File: src/hw/aes_cfg_pkg.sv
package aes_cfg_pkg;

  // Block geometry.
  // AES fixes all of these sizes.
  localparam int unsigned BLOCK_W   = 128;
  localparam int unsigned BYTE_W    = 8;
  localparam int unsigned N_BYTES   = 16;
  localparam int unsigned KEY_SLOTS = 15;

  // One block or one round key.
  typedef logic [BLOCK_W-1:0] block_t;

  // The same block seen as the AES state.
  // Byte 15 is the most significant byte and bytes run column-major,
  // so bytes 15..12 form the first column with byte 15 in row 0.
  typedef logic [N_BYTES-1:0][BYTE_W-1:0] state_t;

  // Raw key size selector as it arrives on the pins.
  typedef logic [1:0] key_size_t;

  // Index into the round key array.
  typedef logic [3:0] slot_t;

  // Pre-expanded round keys.
  // Slot 15 is used first.
  typedef block_t [KEY_SLOTS:1] round_keys_t;

  // Slot of the initial AddRoundKey key.
  localparam slot_t FIRST_SLOT = 4'd15;

  // Slot of the final round for each key length.
  // The counter starts at 14 for round 1, so 10, 12 or 14 rounds end here.
  localparam slot_t LAST_SLOT_128 = 4'd5;
  localparam slot_t LAST_SLOT_192 = 4'd3;
  localparam slot_t LAST_SLOT_256 = 4'd1;

  // Decoded key length; selector 1x maps to 256 bits.
  typedef enum logic [1:0] {
    KEY_128 = 2'b00,
    KEY_192 = 2'b01,
    KEY_256 = 2'b10
  } key_len_e;

  // Request from the input side to the round datapath.
  typedef struct packed {
    block_t block;
    logic   start;
  } aes_req_t;

  // Per-cycle round control from the sequencer.
  typedef struct packed {
    logic   first;
    logic   last;
    block_t round_key;
  } round_ctl_t;

endpackage
File: src/hw/aes_block_capture.sv
`timescale 1ns/10ps

module aes_block_capture
  import aes_cfg_pkg::*;
(
  input  logic     eph1,
  input  logic     rst_n,
  input  logic     ready,
  input  block_t   plain_text,
  output aes_req_t req
);

  // Two samples of the ready level.
  // The pair shows a low to high step one cycle after it happens.
  logic   ready_q1;
  logic   ready_q2;
  block_t plain_q;

  always_ff @(posedge eph1 or negedge rst_n) begin
    if (!rst_n) begin
      ready_q1 <= 1'b0;
      ready_q2 <= 1'b0;
    end else begin
      ready_q1 <= ready;
      ready_q2 <= ready_q1;
    end
  end

  // The plaintext is taken on the same edge that first sees ready high.
  // It then stays put for the whole block even if the pins change.
  always_ff @(posedge eph1) begin
    if (ready && !ready_q1) begin
      plain_q <= plain_text;
    end
  end

  // Start is the cycle right after the rising step of ready.
  assign req.start = ready_q1 & ~ready_q2;
  assign req.block = plain_q;

  // The start cycle must carry the plaintext from the edge that saw ready rise.
  a_block_captured : assert property (
    @(posedge eph1) disable iff (!rst_n)
    req.start |-> (req.block == $past(plain_text))
  ) else $error("start cycle does not carry the captured plaintext");

endmodule

File: config.mk
export PLATFORM = sky130hd
export DESIGN_NAME = aes_block_capture
export DESIGN_NICKNAME = d
export VERILOG_FILES = /design/src/hw/aes_cfg_pkg.sv /design/src/hw/aes_block_capture.sv
export SDC_FILE = /design/constraint.sdc
export NUM_CORES = 1
export LEC_CHECK = 0
export BUFFER_PORTS_ARGS = -buffer_cell sky130_fd_sc_hd__buf_4
export CAP_MARGIN = 25
export CORE_MARGIN = 4
export CORE_UTILIZATION = 40
export CTS_BUF_LIST = sky130_fd_sc_hd__clkbuf_4 sky130_fd_sc_hd__clkbuf_8
export CTS_CLUSTER_SIZE = 12
export DETAILED_ROUTE_END_ITERATION = 16
export PLACE_DENSITY = 0.77
export SKIP_CTS_REPAIR_TIMING = 1
export SYNTH_ARGS = -nofsm -noshare
export SYNTH_HDL_FRONTEND = slang
export SYNTH_SLANG_ARGS = --single-unit
File: constraint.sdc
create_clock -name eph1 -period 8.45 [get_ports eph1]
set_input_delay 2.535 -clock eph1 [delete_from_list [all_inputs] [get_ports eph1]]
set_output_delay 2.535 -clock eph1 [all_outputs]
set_load 0.005 [all_outputs]
==> metrics.md <==
| Metric | Value |
|---|---|
| CTS H-tree depth | 4 |
| Cell Count, Final, Fillers Out | between 500 and 600 |
| Syn nets | ~260 |
| Placer congestion estimate | 0.742 |
| Syn_area_per_cell | ~30 um2 |
| Seq/Total Area, Yosys | 0.996 |
| Max frequency | between 200 and 300 MHz |
| CTS clock-pin slew for the worst setup and hold paths | approximately 0.080 ns |
| WL final | ~10000 um |
| Period utilisation layout | 0.436 |
| Die width | 107 um |
| Core Util, Final | 0.686 |
| Hold Crit Depth | 0 |
| Startpoint Class | register |
| Initial antenna violation count | 0 |
| Max VDD drop | 143 uV |
| Area growth, synth to finish | 64.6% |
| # IOs | 260 |
| Reg2reg path depth | 2 |
| Die ar. | ~11000 um2 |
| Pins Over Slew Limit | 0 |
| Worst skew pair latency | 0.42 ns |
| Clock tree root buffer cell | clkbuf_8 |
| Post-synth top area share | 0.983 |
| Final setup fails | 0 |
| Residual DRC | 0 |
| Chip height | about 110 um |
| P per Cell Area | approximately 210 nW/um2 |
| CTS tree | built |
| Synth area leaders | edfxtp_1, dfrtp_1, nor2b_2, nor2b_1 |
| Site Rows | 35 |
| Crit path DAT | about 1.2 ns |
| Least-Margin Pin Slew | around 0.84 ns |
| Setup TNS Final | 0 ns |
| CTS Buf Count | 17 |
| Fin Clk Skew | 0.0140 ns |
| Cells after DPL | between 500 and 600 |
| Min Tclk post-route | 3.68 ns |
| DP HPWL | slightly above 8000 um |
| Most common cell after layout, fill and taps aside | buf_4 |
| WS Path Type | reg -> out |
| Synth area leader | edfxtp_1 |
| Status | finished, final reports clean |
| Remaining antenna violation count | 0 |
| Cell Area, Synth | between 3000 and 4000 um2 |
| Via density | roughly 4.4 |
| IO Port Bufs | 259 |
| Synth Register Bits | 130 |
| Total track usage | 0.181 |
| # diodes | 0 |
| Global route total overflow | 0 |
| Maxcap violations | 0 |
| Clock sinks | 130 |
| Global-route wire length before repair | 14700 um |
| Post-synthesis cell type count | 4 |
| Vias post-DR | roughly 2400 |
| Clock buffer depth | 2 |
| Total number of yosys warnings | 0 |
| Starting Density | 0.417 |
| Critical Path RT | between 5 and 6 ns |
| Initial DRT Pass Iterations | 4 |
| Endpoints failing hold | 0 |
| Worst Hold Class | reg -> reg |
| Initial DRC Count | 90 |
| Core outline area | about 9400 um2 |
| RSZ-0062 raised after global routing | false |
| Worst setup EP type | primary output |
| Fin Hold WS | ~0.48 ns |
| Final #Nets | 543 |
| Vias in the first global route | 2674 |
| Avg WL per Cell | roughly 19 um |
| Syn Inst Count | 132 |
| Worst slew margin relative to its limit | 0.439 |
| Largest net degree at the start of global routing | between 70 and 80 |
| Most frequent cells in the layout | buf_4, edfxtp_1, clkbuf_8 |
| Leak | 2.68 nW |
| Crit Path Max Fanout | 3 |
| Fraction of layout cells with a size suffix above 1 | 0.692 |
==> kinds of logic (layout without fill, tap and decap cells) <==
group / after synthesis / count (layout) / share of synthesized area
buffers and inverters: 0 / 293 / 0
DFF: 130 / 130 / 0.996
and+or+nand+nor: 2 / 2 / 0.00384
==> critical path, cell delays in order (launching register included) <==
cell and delay (ns):
dfrtp_1 0.43, nor2b_2 0.17, buf_4 0.13
==> Yosys cell counts <==
master,instances
dfrtp_1,2
edfxtp_1,128
nor2b_1,1
nor2b_2,1
==> metal layers <==
metal  vias to the layer above  global-route usage  share of wire
li1                       1098                   -              -
met1                      1173               0.145           0.28
met2                       152               0.343           0.58
met3                        17               0.114           0.12
met4                         0              0.0721          0.025
met5                         -                   0              0
==> worst paths after layout <==
kind                               start          end  slack (ns)
max in group asynchronous          rst_n     ready_q2        6.48
worst min register to register  ready_q1     ready_q2        0.48
worst min-delay path            ready_q1     ready_q2        0.48
worst max-delay path            ready_q1       req[0]        4.77
min in group asynchronous          rst_n     ready_q1        1.88
worst max register to register  ready_q1  plain_q[45]        6.81
==> stage by stage <==
stage	setup WS [ns]	instance area [um2]	total power, W
final	4.77	6430	0.00136
after floorplan	2.14	3910	0.000776
after global routing	4.69	6430	0.00142
after CTS	4.72	6430	0.00138
after detailed placement	4.61	6040	0.000865
after global placement	4.64	6040	0.000861
==> flip-flops by register name (all words and copies together) (netlist names) <==
signal    count
plain_q     128
ready_q1      1
ready_q2      1
==> where the power goes <==
part	leakage (nW)	internal [W]	switching [W]	total, W
clock network	0.189	0.000269	0.000242	0.000511
registers	1.22	0.000740	0.00000707	0.000747
logic	1.27	0.0000660	0.0000353	0.000101
total	2.68	0.00108	0.000284	0.00136
==> layout make-up <==
type,instances,area [um2]
timing repair buffer,261,1960
tap,129,161
fill,651,2940
clock inverter,14,154
multi-input combinational,2,22.5
clock buffer,18,241
sequential,130,3890
No activity file was read; power rests on OpenSTA's default activity.
