File: config.mk
export PLATFORM = sky130hd
export DESIGN_NAME = aes_result_hold
export DESIGN_NICKNAME = d
export VERILOG_FILES = /design/src/hw/aes_cfg_pkg.sv /design/src/hw/aes_result_hold.sv
export SDC_FILE = /design/constraint.sdc
export NUM_CORES = 1
export LEC_CHECK = 0
export ABC_AREA = 1
export BUFFER_PORTS_ARGS = -buffer_cell sky130_fd_sc_hd__buf_2
export CORE_UTILIZATION = 43
export DETAILED_ROUTE_END_ITERATION = 8
export GPL_TIMING_DRIVEN = 1
export PLACE_DENSITY_LB_ADDON = 0.3
export SYNTH_ARGS = -nofsm -noshare
export SYNTH_HDL_FRONTEND = slang
export SYNTH_SLANG_ARGS = --single-unit
File: constraint.sdc
create_clock -name eph1 -period 0.8 [get_ports eph1]
set_clock_uncertainty 0.05 [all_clocks]
set_input_delay 0 -clock eph1 [delete_from_list [all_inputs] [get_ports eph1]]
set_output_delay 0 -clock eph1 [all_outputs]
set_load 0.05 [all_outputs]
File: src/hw/aes_cfg_pkg.sv
package aes_cfg_pkg;

  // Block geometry.
  // AES fixes all of these sizes.
  localparam int unsigned BLOCK_W   = 128;
  localparam int unsigned BYTE_W    = 8;
  localparam int unsigned N_BYTES   = 16;
  localparam int unsigned KEY_SLOTS = 15;

  // One block or one round key.
  typedef logic [BLOCK_W-1:0] block_t;

  // The same block seen as the AES state.
  // Byte 15 is the most significant byte and bytes run column-major,
  // so bytes 15..12 form the first column with byte 15 in row 0.
  typedef logic [N_BYTES-1:0][BYTE_W-1:0] state_t;

  // Raw key size selector as it arrives on the pins.
  typedef logic [1:0] key_size_t;

  // Index into the round key array.
  typedef logic [3:0] slot_t;

  // Pre-expanded round keys.
  // Slot 15 is used first.
  typedef block_t [KEY_SLOTS:1] round_keys_t;

  // Slot of the initial AddRoundKey key.
  localparam slot_t FIRST_SLOT = 4'd15;

  // Slot of the final round for each key length.
  // The counter starts at 14 for round 1, so 10, 12 or 14 rounds end here.
  localparam slot_t LAST_SLOT_128 = 4'd5;
  localparam slot_t LAST_SLOT_192 = 4'd3;
  localparam slot_t LAST_SLOT_256 = 4'd1;

  // Decoded key length; selector 1x maps to 256 bits.
  typedef enum logic [1:0] {
    KEY_128 = 2'b00,
    KEY_192 = 2'b01,
    KEY_256 = 2'b10
  } key_len_e;

  // Request from the input side to the round datapath.
  typedef struct packed {
    block_t block;
    logic   start;
  } aes_req_t;

  // Per-cycle round control from the sequencer.
  typedef struct packed {
    logic   first;
    logic   last;
    block_t round_key;
  } round_ctl_t;

endpackage
File: src/hw/aes_result_hold.sv
`timescale 1ns/10ps

module aes_result_hold
  import aes_cfg_pkg::*;
(
  input  logic   eph1,
  input  logic   rst_n,
  input  logic   last,
  input  logic   ready,
  input  block_t round_out,
  output block_t cipher,
  output logic   done
);

  // The final round result only exists for one cycle.
  // It is caught here and held until the next block ends.
  always_ff @(posedge eph1 or negedge rst_n) begin
    if (!rst_n) begin
      cipher <= '0;
    end else if (last) begin
      cipher <= round_out;
    end
  end

  // Done rises with the captured result.
  // Dropping ready clears it. The result itself stays.
  always_ff @(posedge eph1 or negedge rst_n) begin
    if (!rst_n) begin
      done <= 1'b0;
    end else if (!ready) begin
      done <= 1'b0;
    end else if (last) begin
      done <= 1'b1;
    end
  end

  // Each block has exactly one final round, so last is a single cycle.
  a_last_pulse : assert property (
    @(posedge eph1) disable iff (!rst_n)
    last |=> !last
  ) else $error("last round flag held for two cycles");

endmodule

==> metrics.md <==
| Metric | Value |
|---|---|
| Top-count cell post-synth | nand2_1 |
| YS warnings | 0 |
| Adder-cell share of the synthesized area | 0 |
| Synthesized area | 4960 um2 |
| Clock slew at reported path FFs | 0.06 ns |
| Largest family of logic cells by synthesized area | simple AND/OR/NAND/NOR gates |
| Sw frac | 0.316 |
| Hold-fix buffers at CTS | 130 |
| Global route total overflow | 0 |
| Delay-heaviest family, CP | flip-flops |
| Vias | 5,557 |
| HP Class | in2async |
| Layout cells sized above 1 | 0.476 |
| Min Tclk post-route | 1.06 ns |
| Nets@finish | 1,090 |
| Dominant cell type by area after synthesis | dfrtp_1 |
| Die area | 12,000 um2 |
| Max-slew headroom | 0.820 |
| Share of the yosys chip area belonging to registers | 0.651 |
| Flop pwr share | 0.361 |
| Detail-routed via count per cell | 5.00 |
| Number of enable flip-flop cells after synthesis | 0 |
| Sw Pwr | a little under 7 mW |
| First-pass GRT wire length | 28,600 um |
| Peak VDD IR | 1590 uV |
| Cell leakage power | 4.92 nW |
| Area growth, synth to finish | 91.5% |
| Placed cell area | roughly 6500 um2 |
| Synth Area in Compound Gates | 0 |
| Hpwl dp | about 9000 um |
| Remaining DRCs | 0 |
| H-tree level count | 4 |
| Max FO, Critical Path | 2 |
| Setup_tns | -29.37 ns |
| Total Routed Length | approximately 20,000 um |
| Crit-path max cell delay | between 0.4 and 0.5 ns |
| Startpoint Class | register |
| Clock latency on the worst-skew pair | 0.40 ns |
| Die height | 109 um |
| Clock Tree Root | clkbuf_16 |
| CP Class | reg2out |
| Crit share post-route | 1.32 |
| CP endpoint kind | output port |
| I/O Buffers | 260 |
| Cell-internal power | ~15 mW |
| Clk network pwr share | 0.370 |
| Synth Flop Type | dfrtp_1 |
| Pre-antenna DRT Iters | 7 |
| DR iter-0 viols | ~420 |
| Synth cell types | 9 |
| Initial antenna violation count | 2 |
| FF+latch count, synth | ~130 |
| Max-slew violations | 0 |
| Wire length per cell | around 19 um |
| Max frequency | 945 MHz |
| Largest net degree at the start of global routing | 64 |
| Clk buf depth | 2 |
| Design Area, Final | 9500 um2 |
| Levels on crit path | 1 |
| Simple-gate share of the synthesized area | 0.292 |
| Core ar. | between 10,000 and 15,000 um2 |
| Synth top area share | 0.651 |
| # IOs | ~260 |
| RSZ-0062 raised after global routing | yes |
| Die W | 109 um |
| Final setup viols | 146 |
| CTS tree | done |
| Slack of the critical path | -0.259 ns |
| Area contributors post-synth | dfrtp_1 65%, nand2_1 29%, buf_6 4.5% |
| Endpoints failing hold | 7 |
| Reg2Reg Depth | 3 |
| Cells after Synth | 545 |
| Outcome | finished, violations left |
| Overall Global Routing Usage | 0.323 |
| Failing checks | negative hold slack, negative setup slack |
| XOR/XNOR share of the synthesized area | 0 |
| Worst-Margin Slew | roughly 0.27 ns |
| Post-route ant nets | 0 |
| Worst hold margin | -0.0351 ns |
| Syn_nets | between 600 and 700 |
| Commonest cells post-synth | 384 x nand2_1, 129 x dfrtp_1, 20 x buf_6 |
| Async S/R FF share, synth | 1.00 |
| CP max stage cell | dfrtp_2 |
| Post-Syn Area per Cell | 9.10 um2 |
| CTS Buf Count | 17 |
| PD cells | 2260 nW/um2 |
| Comb pwr share | 0.269 |
| CP Data Required Time | 0.75 ns |
| RePlAce Congestion | ~0.77 |
| Max Cap Viol | 0 |
| Worst path bufs/invs | 1 |
| Worst EP arrival | 1.01 ns |
| Mux cell area share after synthesis | 0 |
| Vias in the first global route | 5,894 |
| Worst path cell trace | buf_6 |
| Floorplan row count | 38 |
| Starting Density | 0.450 |
| CTS sink cnt | 129 |
==> metal layers <==
layer / part of all wire / track usage / wire (um) / vias to the layer above
met2: 0.52 / 0.581 / 10700 / 357
met1: 0.35 / 0.329 / 7120 / 2647
met3: 0.080 / 0.0937 / 1640 / 95
met5: 0 / 0 / 0 / -
met4: 0.051 / 0.194 / 1050 / 0
li1: - / - / - / 2458
==> logic make-up after synthesis <==
kind of cell | Yosys count
DFF | 129
buffers and inverters | 30
and+or+nand+nor | 386
==> cell type report <==
type	count	area, um2
diodes	3	7.51
clock buffers	23	488
clock inverters	6	105
fillers	473	1530
inverters	2	10.0
multi-input cells	386	1490
flip-flops and latches	129	3390
well taps	140	175
repair buffers	422	3840
==> flip-flops by register name (all words and copies together) (netlist names) <==
| signal | cells |
|---|---|
| cipher | 128 |
| done | 1 |
==> cells in the final DEF (no fill, tap or decap), types with 2 or more instances in the layout <==
master / n
buf_12: 8
buf_2: 129
buf_4: 17
buf_6: 125
buf_8: 13
bufinv_16: 3
clkbuf_1: 2
clkbuf_16: 17
clkbuf_8: 4
clkinv_2: 3
dfrtp_2: 129
diode_2: 3
dlygate4sd3_1: 130
nand2_1: 373
nand2_2: 9
nand2_4: 2
==> what timing repair did <==
item,4_1_cts,5_1_grt
buffers inserted,3,18
hold endpoints to repair,258,7
pin swaps,0,3
endpoints found under the setup margin,129,132
resized for setup,263,31
==> power groups by stage <==
| stage | sequential (mW) | clock (mW) | combinational [mW] |
|---|---|---|---|
| 2_1_floorplan | 9.70 | 0 | 0.757 |
| 3_3_place_gp | 7.59 | 0 | 4.04 |
| 3_5_place_dp | 7.61 | 0 | 4.10 |
| 4_1_cts | 7.67 | 7.93 | 5.34 |
| 5_1_grt | 7.79 | 8.31 | 6.03 |
| 6_report | 7.74 | 7.94 | 5.78 |
==> metrics by stage <==
step,hold slack (ns),utilization,power (mW),worst slack [ns],instances
after floorplan,-0.346,-,10.5,-0.0131,545
after global placement,-0.169,0.590,11.6,0.0531,928
after detailed placement,-0.172,0.590,11.7,0.0183,928
after CTS,-0.0449,0.839,20.9,-0.252,1090
after global routing,-0.0476,0.861,22.1,-0.285,1110
final,-0.0351,0.861,21.5,-0.259,1111
==> final timing paths <==
check | end | slack [ns] | startpoint
worst max-delay path | cipher[68] | -0.26 | cipher[68]
worst min-delay path | cipher[14] | -0.04 | rst_n
worst max register to register | cipher[110] | -0.09 | cipher[110]
worst min register to register | cipher[98] | 0.44 | cipher[98]
max in group asynchronous | cipher[56] | 0.24 | rst_n
min in group eph1 | cipher[80] | 0.05 | last
Note: power is estimated with default switching activity, not from simulation.
